`src/rtl/fpu_micro_pkg.sv`:
```
package fpu_micro_pkg;

	// word widths
	localparam int sig_width = 32;
	localparam int exp_width = 10; // two guard bits above the 8-bit exponent
	localparam int sig_norm_bit = 29; // hidden one after normalization

	typedef logic [sig_width-1:0] sig_word_t;
	typedef logic [exp_width-1:0] exp_word_t; // two's complement, biased
	typedef logic [3:0] reg_sel_t;

	// read select codes, 10 to 14 are undefined
	localparam reg_sel_t sel_r0 = 4'd0;
	localparam reg_sel_t sel_r1 = 4'd1;
	localparam reg_sel_t sel_c0 = 4'd2;
	localparam reg_sel_t sel_c1 = 4'd3;
	localparam reg_sel_t sel_c2 = 4'd4;
	localparam reg_sel_t sel_c3 = 4'd5;
	localparam reg_sel_t sel_c4 = 4'd6;
	localparam reg_sel_t sel_c5 = 4'd7;
	localparam reg_sel_t sel_c6 = 4'd8;
	localparam reg_sel_t sel_c7 = 4'd9;
	localparam reg_sel_t sel_c_ones = 4'd15;

	// significand constant bank, codes 2..9 and 15
	localparam sig_word_t sig_const_zero = 32'd0;
	localparam sig_word_t sig_const_one = 32'd1;
	localparam sig_word_t sig_const_two = 32'd2;
	localparam sig_word_t sig_const_ulp = 32'd128; // rounding ulp
	localparam sig_word_t sig_const_bias = 32'd127;
	localparam sig_word_t sig_const_five = 32'd5; // div/sqrt normalization
	localparam sig_word_t sig_const_six = 32'd6;
	localparam sig_word_t sig_const_nan = 32'h2000_0000; // NaN significand
	localparam sig_word_t sig_const_ones = 32'hffff_ffff;

	// exponent constant bank, bias sits on the same code as in the significand lane
	localparam exp_word_t exp_const_zero = 10'd0;
	localparam exp_word_t exp_const_one = 10'd1;
	localparam exp_word_t exp_const_two = 10'd2;
	localparam exp_word_t exp_const_max = 10'd255; // inf/NaN exponent
	localparam exp_word_t exp_const_bias = 10'd127;
	localparam exp_word_t exp_const_five = 10'd5;
	localparam exp_word_t exp_const_six = 10'd6;
	localparam exp_word_t exp_const_mant = 10'd23; // stored mantissa bits
	localparam exp_word_t exp_const_ones = 10'h3ff;

	typedef enum logic [1:0] {
		pass_a = 2'd0,
		add = 2'd1,
		sub = 2'd2,
		shr = 2'd3 // zero filled
	} alu_op_t;

	typedef struct packed {
		reg_sel_t sig_sel_a;
		reg_sel_t sig_sel_b;
		alu_op_t sig_op;
		reg_sel_t exp_sel_a;
		reg_sel_t exp_sel_b;
		alu_op_t exp_op;
		logic sig_wr_r0;
		logic sig_wr_r1;
		logic exp_wr_r0;
		logic exp_wr_r1;
		logic load; // write operand instead of alu result
		logic norm_step; // sig r0 << 1, exp r0 - 1
	} micro_op_t;

	typedef struct packed {
		logic sig_zero;
		logic sig_norm;
		logic exp_ovf;
		logic exp_unf;
		logic is_nan;
	} fpu_flags_t;

endpackage

```
`src/rtl/sig_register_file.sv`:
```
`timescale 1ns/1ps

module sig_register_file (
	input logic clk_in,
	input logic reset_in,
	input logic wr_r0,
	input logic wr_r1,
	input logic shift_r0,
	input fpu_micro_pkg::sig_word_t wr_value,
	input fpu_micro_pkg::reg_sel_t sel_a,
	input fpu_micro_pkg::reg_sel_t sel_b,
	output fpu_micro_pkg::sig_word_t rd_a,
	output fpu_micro_pkg::sig_word_t rd_b
);

	fpu_micro_pkg::sig_word_t r0;
	fpu_micro_pkg::sig_word_t r1;
	fpu_micro_pkg::sig_word_t r0_written;
	fpu_micro_pkg::sig_word_t r0_next;

	// one read port, registers or constant bank
	function automatic fpu_micro_pkg::sig_word_t read_port(
		input fpu_micro_pkg::reg_sel_t sel,
		input fpu_micro_pkg::sig_word_t reg0,
		input fpu_micro_pkg::sig_word_t reg1
	);
		fpu_micro_pkg::sig_word_t value;
		case (sel)
			fpu_micro_pkg::sel_r0: value = reg0;
			fpu_micro_pkg::sel_r1: value = reg1;
			fpu_micro_pkg::sel_c0: value = fpu_micro_pkg::sig_const_zero;
			fpu_micro_pkg::sel_c1: value = fpu_micro_pkg::sig_const_one;
			fpu_micro_pkg::sel_c2: value = fpu_micro_pkg::sig_const_two;
			fpu_micro_pkg::sel_c3: value = fpu_micro_pkg::sig_const_ulp;
			fpu_micro_pkg::sel_c4: value = fpu_micro_pkg::sig_const_bias;
			fpu_micro_pkg::sel_c5: value = fpu_micro_pkg::sig_const_five;
			fpu_micro_pkg::sel_c6: value = fpu_micro_pkg::sig_const_six;
			fpu_micro_pkg::sel_c7: value = fpu_micro_pkg::sig_const_nan;
			fpu_micro_pkg::sel_c_ones: value = fpu_micro_pkg::sig_const_ones;
			default: value = '0; // undefined codes read zero
		endcase
		return value;
	endfunction

	assign rd_a = read_port(sel_a, r0, r1);
	assign rd_b = read_port(sel_b, r0, r1);

	// write lands first, the normalization shift then acts on it
	always_comb begin
		r0_written = wr_r0 ? wr_value : r0;
		r0_next = shift_r0 ? (r0_written << 1) : r0_written;
	end

	always_ff @(posedge clk_in) begin
		if (reset_in) begin
			r0 <= '0;
			r1 <= '0;
		end else begin
			r0 <= r0_next;
			if (wr_r1)
				r1 <= wr_value;
		end
	end

endmodule

```
`src/rtl/exp_register_file.sv`:
```
`timescale 1ns/1ps

module exp_register_file (
	input logic clk_in,
	input logic reset_in,
	input logic wr_r0,
	input logic wr_r1,
	input logic dec_r0,
	input fpu_micro_pkg::exp_word_t wr_value,
	input fpu_micro_pkg::reg_sel_t sel_a,
	input fpu_micro_pkg::reg_sel_t sel_b,
	output fpu_micro_pkg::exp_word_t rd_a,
	output fpu_micro_pkg::exp_word_t rd_b
);

	fpu_micro_pkg::exp_word_t r0;
	fpu_micro_pkg::exp_word_t r1;
	fpu_micro_pkg::exp_word_t r0_written;
	fpu_micro_pkg::exp_word_t r0_next;

	function automatic fpu_micro_pkg::exp_word_t read_port(
		input fpu_micro_pkg::reg_sel_t sel,
		input fpu_micro_pkg::exp_word_t reg0,
		input fpu_micro_pkg::exp_word_t reg1
	);
		fpu_micro_pkg::exp_word_t value;
		case (sel)
			fpu_micro_pkg::sel_r0: value = reg0;
			fpu_micro_pkg::sel_r1: value = reg1;
			fpu_micro_pkg::sel_c0: value = fpu_micro_pkg::exp_const_zero;
			fpu_micro_pkg::sel_c1: value = fpu_micro_pkg::exp_const_one;
			fpu_micro_pkg::sel_c2: value = fpu_micro_pkg::exp_const_two;
			fpu_micro_pkg::sel_c3: value = fpu_micro_pkg::exp_const_max;
			fpu_micro_pkg::sel_c4: value = fpu_micro_pkg::exp_const_bias;
			fpu_micro_pkg::sel_c5: value = fpu_micro_pkg::exp_const_five;
			fpu_micro_pkg::sel_c6: value = fpu_micro_pkg::exp_const_six;
			fpu_micro_pkg::sel_c7: value = fpu_micro_pkg::exp_const_mant;
			fpu_micro_pkg::sel_c_ones: value = fpu_micro_pkg::exp_const_ones;
			default: value = '0;
		endcase
		return value;
	endfunction

	assign rd_a = read_port(sel_a, r0, r1);
	assign rd_b = read_port(sel_b, r0, r1);

	// decrement tracks each significand shift, applied after any write
	always_comb begin
		r0_written = wr_r0 ? wr_value : r0;
		r0_next = dec_r0 ? (r0_written - fpu_micro_pkg::exp_word_t'(1)) : r0_written; // wraps
	end

	always_ff @(posedge clk_in) begin
		if (reset_in) begin
			r0 <= '0;
			r1 <= '0;
		end else begin
			r0 <= r0_next;
			if (wr_r1)
				r1 <= wr_value;
		end
	end

endmodule

```
`src/rtl/micro_alu.sv`:
```
`timescale 1ns/1ps

module micro_alu #(
	parameter type word_t = fpu_micro_pkg::sig_word_t
) (
	input logic clk_in,
	input logic reset_in,
	input fpu_micro_pkg::alu_op_t op,
	input word_t a,
	input word_t b,
	output word_t result
);

	word_t result_next;

	// all arithmetic wraps in the width of word_t
	always_comb begin
		result_next = a;
		case (op)
			fpu_micro_pkg::pass_a: begin
				result_next = a;
			end
			fpu_micro_pkg::add: begin
				result_next = word_t'(a + b);
			end
			fpu_micro_pkg::sub: begin
				result_next = word_t'(a - b);
			end
			fpu_micro_pkg::shr: begin
				result_next = a >> 1; // zero fill at the top
			end
			default: begin
				result_next = a;
			end
		endcase
	end

	always_ff @(posedge clk_in) begin
		if (reset_in)
			result <= '0;
		else
			result <= result_next;
	end

endmodule

```
`src/rtl/status_combiner.sv`:
```
`timescale 1ns/1ps

module status_combiner (
	input logic clk_in,
	input logic reset_in,
	input fpu_micro_pkg::sig_word_t sig_result,
	input fpu_micro_pkg::exp_word_t exp_result,
	output fpu_micro_pkg::fpu_flags_t flags
);

	fpu_micro_pkg::fpu_flags_t flags_next;
	logic exp_negative;
	logic sig_nonzero;

	assign exp_negative = exp_result[fpu_micro_pkg::exp_width-1]; // sign of the guard bits
	assign sig_nonzero = |sig_result;

	always_comb begin
		flags_next.sig_zero = !sig_nonzero;
		flags_next.sig_norm = sig_result[fpu_micro_pkg::sig_norm_bit];
		flags_next.exp_unf = exp_negative;
		// unsigned compare is safe once the sign is known clear
		flags_next.exp_ovf = !exp_negative && (exp_result >= fpu_micro_pkg::exp_const_max);
		// max exponent with zero significand is infinity, not NaN
		flags_next.is_nan = (exp_result == fpu_micro_pkg::exp_const_max) && sig_nonzero;
	end

	always_ff @(posedge clk_in) begin
		if (reset_in)
			flags <= '0;
		else
			flags <= flags_next;
	end

endmodule

```
`src/rtl/fpu_datapath.sv`:
```
`timescale 1ns/1ps

module fpu_datapath (
	input logic clk_in,
	input logic reset_in,
	input fpu_micro_pkg::micro_op_t micro_op,
	input fpu_micro_pkg::sig_word_t sig_operand,
	input fpu_micro_pkg::exp_word_t exp_operand,
	output fpu_micro_pkg::sig_word_t sig_result,
	output fpu_micro_pkg::exp_word_t exp_result,
	output fpu_micro_pkg::fpu_flags_t flags
);

	fpu_micro_pkg::sig_word_t sig_rd_a;
	fpu_micro_pkg::sig_word_t sig_rd_b;
	fpu_micro_pkg::sig_word_t sig_wr_value;
	fpu_micro_pkg::exp_word_t exp_rd_a;
	fpu_micro_pkg::exp_word_t exp_rd_b;
	fpu_micro_pkg::exp_word_t exp_wr_value;

	// write-back is either the operand or the previous op's result
	assign sig_wr_value = micro_op.load ? sig_operand : sig_result;
	assign exp_wr_value = micro_op.load ? exp_operand : exp_result;

	sig_register_file u_sig_register_file (
		.clk_in(clk_in),
		.reset_in(reset_in),
		.wr_r0(micro_op.sig_wr_r0),
		.wr_r1(micro_op.sig_wr_r1),
		.shift_r0(micro_op.norm_step),
		.wr_value(sig_wr_value),
		.sel_a(micro_op.sig_sel_a),
		.sel_b(micro_op.sig_sel_b),
		.rd_a(sig_rd_a),
		.rd_b(sig_rd_b)
	);

	exp_register_file u_exp_register_file (
		.clk_in(clk_in),
		.reset_in(reset_in),
		.wr_r0(micro_op.exp_wr_r0),
		.wr_r1(micro_op.exp_wr_r1),
		.dec_r0(micro_op.norm_step), // same step as the significand shift
		.wr_value(exp_wr_value),
		.sel_a(micro_op.exp_sel_a),
		.sel_b(micro_op.exp_sel_b),
		.rd_a(exp_rd_a),
		.rd_b(exp_rd_b)
	);

	micro_alu #(.word_t(fpu_micro_pkg::sig_word_t)) u_sig_alu (
		.clk_in(clk_in),
		.reset_in(reset_in),
		.op(micro_op.sig_op),
		.a(sig_rd_a),
		.b(sig_rd_b),
		.result(sig_result)
	);

	micro_alu #(.word_t(fpu_micro_pkg::exp_word_t)) u_exp_alu (
		.clk_in(clk_in),
		.reset_in(reset_in),
		.op(micro_op.exp_op),
		.a(exp_rd_a),
		.b(exp_rd_b),
		.result(exp_result)
	);

	status_combiner u_status_combiner (
		.clk_in(clk_in),
		.reset_in(reset_in),
		.sig_result(sig_result),
		.exp_result(exp_result),
		.flags(flags)
	);

endmodule

```
`config.mk`:
```
export PLATFORM = sky130hd
export DESIGN_NAME = fpu_datapath
export DESIGN_NICKNAME = d
export VERILOG_FILES = /design/src/rtl/fpu_micro_pkg.sv /design/src/rtl/sig_register_file.sv /design/src/rtl/exp_register_file.sv /design/src/rtl/micro_alu.sv /design/src/rtl/status_combiner.sv /design/src/rtl/fpu_datapath.sv
export SDC_FILE = /design/constraint.sdc
export NUM_CORES = 1
export LEC_CHECK = 0
export BUFFER_PORTS_ARGS = -buffer_cell sky130_fd_sc_hd__buf_4
export CAP_MARGIN = 20
export CELL_PAD_IN_SITES_DETAIL_PLACEMENT = 1
export CELL_PAD_IN_SITES_GLOBAL_PLACEMENT = 1
export CORE_ASPECT_RATIO = 1.25
export CORE_MARGIN = 5
export CORE_UTILIZATION = 40
export DETAILED_ROUTE_END_ITERATION = 16
export MAX_ROUTING_LAYER = met4
export PLACE_DENSITY_LB_ADDON = 0.1
export REMOVE_ABC_BUFFERS = 1
export SYNTH_ARGS = -nofsm -noshare
export SYNTH_HDL_FRONTEND = slang
export SYNTH_SLANG_ARGS = --single-unit
```
`constraint.sdc`:
```
create_clock -name clk_in -period 6.14 [get_ports clk_in]
set_input_delay 1.228 -clock clk_in [delete_from_list [all_inputs] [get_ports clk_in]]
set_output_delay 1.228 -clock clk_in [all_outputs]
set_load 0.01 [all_outputs]
```
==> metrics.yaml, run 1 <==
wl_per_cell_um: 22.30
crit_arrival_ns: 6.04
clk_latency_ns: 0.44
cp_slowest_stage_delay_ns: 0.49
seq_area_um2: 2623
tritoncts: "yes"
clk_pin_slew_ns: 0.06
htreeDepth: 4
grt_pass1_wl_um: 64510
multi_input_area_um2: 7422
cts_buffers: 17
grt_pass1_vias: 11540
syn_inst: 1421
fill_cells: 3281
cts-root-buf: "clkbuf_16"
cts_max_path_buffers: 2
slew_headroom: 0.2520
cp_slowest_cell: "a211oi_1"
worstMarginPinSlew_ns: 1.121
hold_viol_final: 0
ys_ff_latch: 131
timing.fmax_mhz: 174.1
worstPathCellList: "buf_4 -> nor4_2 -> buf_4 -> a221oi_1 -> nand4_1 -> nor4_4 -> inv_1 -> nor3_1 -> nor2_1 -> xor2_1 -> ha_1 -> nand3_1 -> or4_1 -> a211oi_1 -> nor2_1 -> o211a_1 -> a21boi_1 -> xor2_1 -> a221oi_1 -> nor3_1"
peakVddDrop_mv: 0.1765
setup.worst_path.start_class: "input pin"
async_flop_share: 0
dr.pass1.iters: 5
gr-total-overflow: 0
die-area_um2: 30070
cts_setup_buffers: 0
postCtsHoldBufs: 0
slew_violations: 0
muxShareOfSynthArea: 0.09790
seqPwrFrac: 0.332
yosys_warnings: 0
end_kind: "register"
drc: 0
post-place-ws_ns: 0.001290
synth_edf_count: 0
layout_setup_ws_ns: 0.3978
drv_cap: 0
rsz0062_at_grt: "false"
cts.sinks: 131
syn_to_final_growth_pct: 16.00
synth_top_family_by_area: "compound AO/OA/AOI/OAI gates"
num_vias: 11160
totalWireLength_um: 40970
finalSetupViolCount: 0
vias_per_cell: 6.075
ant_nets: 0
layout-drive-gt1-share: 0.1383
n_antenna_cell: 0
yosysSeqAreaShare: 0.2457
io_buffers: 116
power.switching_mw: 1.124
hp-class: "register to register"
start_util: 0.4077
die_w_um: 156.1
nNetsFinal: 1606
core_area_um2: 26180
place_congestion: 0.9646
synth_simple_gate_area_frac: 0.2008
fin_worst_skew_ns: 0.007928
switching_share: 0.3677
p_per_area_nw_per_um2: 247.0
synth_ff_type: "dfxtp_1"
synth_compound_area_frac: 0.2703
crit_fanout: 12
status: "finished, final reports clean"
synthesis.area_um2: 10670
hpwl_um: 30470
dp.cells: 1806
drtIter0Drc: 532
dieHeight_um: 192.6
grt_use_total: 0.2788
synth_xor_area_frac: 0.06484
antenna_found_initial: 0
fin_crit_sh: 0.9352
p_int_mw: 1.933
clock_power_share: 0.328
row_count: 66
synth_cell_type_count: 73
fin_crit_ns: 5.742
avgSynthCellArea_um2: 7.510
worst-setup-path-type: "input pin to register"
combPwrFrac: 0.339
cts_resized: 0
cp_data_required_time_ns: 6.44
synth-adder-area-share: 0.06120
p_leak_nw: 5.372
finalNonFillerCells: 1837
boundaryPins: 117
grt_max_degree: 65
kinds of logic (layout without fill, tap and decap cells):
logic type | Yosys count | count (layout)
XOR/XNOR | 79 | 79
AND/OR/NAND/NOR | 459 | 459
multiplexers | 104 | 104
adder cells (fa/ha/maj) | 51 | 51
flip-flops | 131 | 131
AO/OA/AOI/OAI | 441 | 441
buffers and inverters | 156 | 232
cell usage in the layout (no fill, tap or decap), types with 5 or more instances in the layout:
cell        instances
a311oi_1            6
buf_4             158
and2_1             15
o21bai_1            8
clkbuf_16          17
xnor2_1            41
nor2b_1             7
o21ai_0            88
nor2_1            228
nor4_1             14
xor2_1             38
a221oi_1           42
and3_1             17
a21o_1             24
a211oi_1           59
nor3b_1             7
a31oi_1            20
ha_1               49
a22oi_1             8
nand2_1            66
nand3_1            25
o211ai_1            5
nand2b_1            5
o211a_1             5
inv_1              42
o31ai_1            13
clkinvlp_4          5
dfxtp_1           131
or3_1               6
nand4_1            11
a21oi_1           122
mux2i_1           101
nor3_1             34
power groups by stage:
stage	Combinational (mW)	Clock (mW)	Sequential [mW]
finish	1.04	1.00	1.02
global placement	1.00	0	1.03
global route	1.15	1.06	1.02
floorplan	0.631	0	1.01
CTS	1.04	1.02	1.02
detailed placement	1.03	0	1.03
through the flow:
step	utilization	cell area [um^2]	hold WS [ns]	TNS (ns)	power [mW]
after detailed placement	0.4514	11820	0.4946	0	2.059
after global routing	0.4729	12380	0.5267	0	3.229
after floorplan	-	10200	0.4642	-3.258	1.640
after global placement	0.4514	11820	0.4854	0	2.036
after CTS	0.4729	12380	0.5033	0	3.071
final	0.4729	12380	0.5021	0	3.057
layout make-up:
cell class                      instances  area share
Clock buffer                           19     0.03659
Clock inverter                         12    0.008793
Inverter                               43     0.01304
Multi-Input combinational cell       1134      0.5996
Sequential cell                       131      0.2118
Tap cell                              340     0.03436
Timing Repair Buffer                  158     0.09582
cell usage after synthesis (8+ instances only):
| master | n | area [um^2] |
|---|---|---|
| a211oi_1 | 59 | 442.9 |
| a21o_1 | 24 | 180.2 |
| a21oi_1 | 122 | 610.6 |
| a221oi_1 | 42 | 367.9 |
| a22oi_1 | 8 | 60.06 |
| a31oi_1 | 20 | 125.1 |
| and2_1 | 15 | 93.84 |
| and3_1 | 17 | 106.4 |
| buf_1 | 8 | 30.03 |
| buf_2 | 10 | 50.05 |
| clkbuf_1 | 90 | 337.8 |
| dfxtp_1 | 131 | 2623 |
| ha_1 | 49 | 613.1 |
| inv_1 | 42 | 157.7 |
| mux2i_1 | 101 | 1011 |
| nand2_1 | 66 | 247.7 |
| nand3_1 | 25 | 125.1 |
| nand4_1 | 11 | 68.82 |
| nor2_1 | 228 | 855.8 |
| nor3_1 | 35 | 175.2 |
| nor4_1 | 14 | 87.58 |
| o21ai_0 | 88 | 440.4 |
| o21bai_1 | 8 | 60.06 |
| o31ai_1 | 13 | 97.59 |
| xnor2_1 | 41 | 359.1 |
| xor2_1 | 38 | 332.8 |
final timing paths:
kind | cells after the start | to | start | slack, ns
worst max-delay path | 20 | u_sig_alu.result[29]$_SDFF_PP0_ | micro_op[18] | 0.40
worst min-delay path | 2 | u_sig_register_file.r1[15]$_SDFFE_PP0P_ | u_sig_register_file.r1[15]$_SDFFE_PP0P_ | 0.50
worst max register to register | 18 | u_sig_alu.result[29]$_SDFF_PP0_ | u_sig_register_file.r1[11]$_SDFFE_PP0P_ | 1.29
worst min register to register | 2 | u_sig_register_file.r1[15]$_SDFFE_PP0P_ | u_sig_register_file.r1[15]$_SDFFE_PP0P_ | 0.50
layer usage:
metal | GRT usage | up-vias | part of all wire
met1 | 0.3285 | 5491 | 0.42
met4 | 0.09316 | 0 | 0.031
met2 | 0.4905 | 282 | 0.51
li1 | - | 5311 | -
met5 | - | - | 0
met3 | 0.03634 | 75 | 0.041
registers in the layout, indices dropped and copies added (netlist names):
register and cells:
u_sig_alu.result 32, u_sig_register_file.r1 32, u_exp_register_file.r1 10, u_status_combiner.flags 5, u_exp_alu.result 10, u_exp_register_file.r0 10
u_sig_register_file.r0 32
worst max-delay path, delay by kind of cell:
kind	cells	cell delay, ns
fa+ha+maj	1	0.30
simple gates	9	1.92
compound gates	5	1.79
buf+inv	3	0.53
xor+xnor	2	0.26
Note: power is estimated with default switching activity, not from simulation.
==> inputs of run 2 (changes only) <==
--- a/config.mk
+++ b/config.mk
@@ -18,4 +18,5 @@
 export REMOVE_ABC_BUFFERS = 1
 export SYNTH_ARGS = -nofsm -noshare
 export SYNTH_HDL_FRONTEND = slang
+export SYNTH_HIERARCHICAL = 1
 export SYNTH_SLANG_ARGS = --single-unit
==> run 2 against run 1 <==
Against the previous run:
- die area up 8.5%
- clock power about the same
- via count down 2.6%
- sequential share of layout area down 1.2 points
- hold slack better by 0.030 ns
- first-iteration DRC count up 24%
- cell count down 0.22%
- global-route usage down 1.9 points
- wire length up 2.4%
- worst setup slack better by 0.10 ns
==> metrics.yaml, run 2 <==
status: "finished, final reports clean"
n_antenna_cell: 0  # unchanged
ys_ff_latch: 131  # unchanged
layout_setup_ws_ns: 0.5024  # +0.1046 ns
async_flop_share: 0  # unchanged
grt_pass1_vias: 11420  # -1.0%
r2r-end: "u_sig_alu/result[27]$_SDFF_PP0_"
final_area_um2: 13090  # +5.8%
crit_path_end: "u_sig_alu/result[29]$_SDFF_PP0_"
slew_violations: 0  # unchanged
core_area_um2: 28580  # +9.2%
fin_worst_skew_ns: 0.01047  # +0.002544 ns
crit_fanout: 25  # +13
yosys_warnings: 6  # +6
drv_cap: 0  # unchanged
peakVddDrop_mv: 0.1119  # -37%
vias_per_cell: 5.931  # -2.4%
start_util: 0.4073  # about the same
gr-total-overflow: 0  # unchanged
top_regs: "u_sig_alu/result: 32 flops, u_sig_register_file/r0: 32 flops, u_sig_register_file/r1: 32 flops"
boundaryPins: 117  # unchanged
worstPathCellList: "buf_4 -> buf_4 -> mux2i_1 -> o21ai_0 -> or4_4 -> or4_4 -> nor4_1 -> nor2_1 -> xnor2_1 -> ha_1 -> nand4_1 -> nor2_1 -> o2bb2ai_1 -> o22ai_1 -> o21ai_0 -> xnor2_1 -> a311oi_1"
ys_top_cells_by_count: "nor2_1 (141), dfxtp_1 (131), a21oi_1 (119)"
dp.cells: 1801  # -0.28%
layout-drive-gt1-share: 0.1885  # +0.05022
cts_resized: 0  # unchanged
setup_tns_ns: 0  # unchanged
end_kind: "register"
ys_top_cells_by_area: "dfxtp_1 (23%), mux2i_1 (7.2%), mux4_2 (6.0%)"
htreeDepth: 4  # unchanged
cp-startpoint: "micro_op[18]"
whs_ns: 0.5319  # +0.02973 ns
die-area_um2: 32630  # +8.5%
clk_pin_slew_ns: 0.06  # about the same
yosysSeqAreaShare: 0.2253  # -0.02045
antenna_found_initial: 0  # unchanged
wl_per_cell_um: 22.90  # +2.7%
crit_arrival_ns: 5.97  # -0.07 ns
slew_headroom: 0.3906  # +0.1385
totalWireLength_um: 41970  # +2.4%
synth_cell_type_count: 81  # +11%
synthesis.area_um2: 11640  # +9.1%
cts-root-buf: "clkbuf_16"
dr.pass1.iters: 5  # unchanged
cp_slowest_cell: "or4_4"
setup.worst_path.start_class: "input pin"
row_count: 69  # +4.5%
final_common_cell: "nor2_1"
placed_area_um2: 12550  # +6.2%
clk_latency_ns: 0.43  # about the same
grt_pass1_wl_um: 65000  # +0.76%
nNetsFinal: 1551  # -3.4%
fill_cells: 3416  # +4.1%
cts_buffers: 17  # unchanged
io_buffers: 116  # unchanged
hpwl_um: 31770  # +4.3%
place_congestion: 0.9788  # +1.5%
dieHeight_um: 200.7  # +4.2%
reg2reg_depth: 15  # -3
p_per_area_nw_per_um2: 245.4  # -0.66%
yosysTopAreaCell: "dfxtp_1"
power_mw: 3.212  # +5.1%
finalNonFillerCells: 1833  # -0.22%
hp-class: "register to register"
avgSynthCellArea_um2: 8.429  # +12%
most-common-layout-cells: "nor2_1 (141), buf_4 (136), dfxtp_1 (131)"
synth_edf_count: 0  # unchanged
p_leak_nw: 5.459  # +1.6%
worst-setup-path-type: "input pin to register"
grt_max_degree: 55  # -15%
ant_nets: 0  # unchanged
fin_util: 0.4582  # -0.01473
synth_ff_type: "dfxtp_1"
synthMostInstantiatedCell: "nor2_1"
syn_inst: 1381  # -2.8%
timing.fmax_mhz: 177.4  # +1.9%
netlist.area_leader.share: 0.2253  # -0.02045
drc: 0  # unchanged
num_vias: 10870  # -2.6%
drtIter0Drc: 660  # +24%
cts_setup_buffers: 0  # unchanged
grt_use_total: 0.2602  # -0.01863
syn_to_final_growth_pct: 12.48
tritoncts: "yes"
cp_slowest_stage_delay_ns: 0.56  # +0.07 ns
cts_max_path_buffers: 2  # unchanged
cp_data_required_time_ns: 6.48  # +0.04 ns
r2r-start: "u_sig_register_file/r1[2]$_SDFFE_PP0P_"
post-place-ws_ns: 0.07809  # +0.07680 ns
fin_crit_ns: 5.638  # -0.1046 ns
postCtsHoldBufs: 0  # unchanged
rsz0062_at_grt: "false"
finalSetupViolCount: 0  # unchanged
rrSetupSlack_ns: 1.68  # +0.39 ns
hold_viol_final: 0  # unchanged
die_w_um: 162.6  # +4.2%
fin_crit_sh: 0.9182  # -0.01704
worstMarginPinSlew_ns: 0.9112  # -0.2095 ns
cts.sinks: 131  # unchanged
run 2: layout make-up:
| class | count | area, um^2 | share of cell area |
|---|---|---|---|
| clock buffer | 23 | 457.9 | 0.03498 |
| clock inverter | 9 | 82.58 | 0.006307 |
| inverter | 47 | 176.4 | 0.01347 |
| multi-input combinational | 1097 | 8244 | 0.6297 |
| sequential | 131 | 2623 | 0.2003 |
| tap | 390 | 488.0 | 0.03727 |
| timing repair buffer | 136 | 1021 | 0.07798 |
run 2: worst min-delay path by stage:
stage,from,to,slack (ns),depth (start not counted)
floorplan,u_exp_register_file/r1[1]$_SDFFE_PP0P_,u_exp_register_file/r1[1]$_SDFFE_PP0P_,0.47,2
detailed placement,u_sig_register_file/r1[23]$_SDFFE_PP0P_,u_sig_register_file/r1[23]$_SDFFE_PP0P_,0.52,2
CTS,u_sig_register_file/r1[23]$_SDFFE_PP0P_,u_sig_register_file/r1[23]$_SDFFE_PP0P_,0.54,2
finish,u_exp_register_file/r1[5]$_SDFFE_PP0P_,u_exp_register_file/r1[5]$_SDFFE_PP0P_,0.53,2
global placement,u_exp_register_file/r1[8]$_SDFFE_PP0P_,u_exp_register_file/r1[8]$_SDFFE_PP0P_,0.51,2
global route,u_sig_alu/result[29]$_SDFF_PP0_,u_status_combiner/flags[3]$_SDFF_PP0_,0.56,1
run 2: per-layer routing:
layer / track usage / wire, um
met2: 0.4715 / 22240
met5: - / 0
met1: 0.2783 / 16320
met4: 0.1241 / 2103
met3: 0.03286 / 1301
run 2: cell families (layout without fill, tap and decap cells):
family          after synthesis  in the layout  share of synthesized area
buf+inv                     153            215                    0.06697
compound gates              372            372                     0.2081
simple gates                430            430                     0.1881
xor+xnor                     79             79                    0.06073
mux                         164            164                     0.1938
flops                       131            131                     0.2253
fa+ha+maj                    52             52                    0.05697
run 2: power by group:
part,internal [mW],switching [mW]
clock,0.565,0.402
sequential,0.929,0.0970
combinational,0.540,0.679
run 2: worst max-delay path: cells and delay by family:
family                   cells  cell delay, ns
AND/OR/NAND/NOR              6            2.05
AO/OA/AOI/OAI                5            0.88
buffers and inverters        2            0.69
adder cells (fa/ha/maj)      1            0.44
multiplexers                 1            0.38
XOR/XNOR                     2            0.27
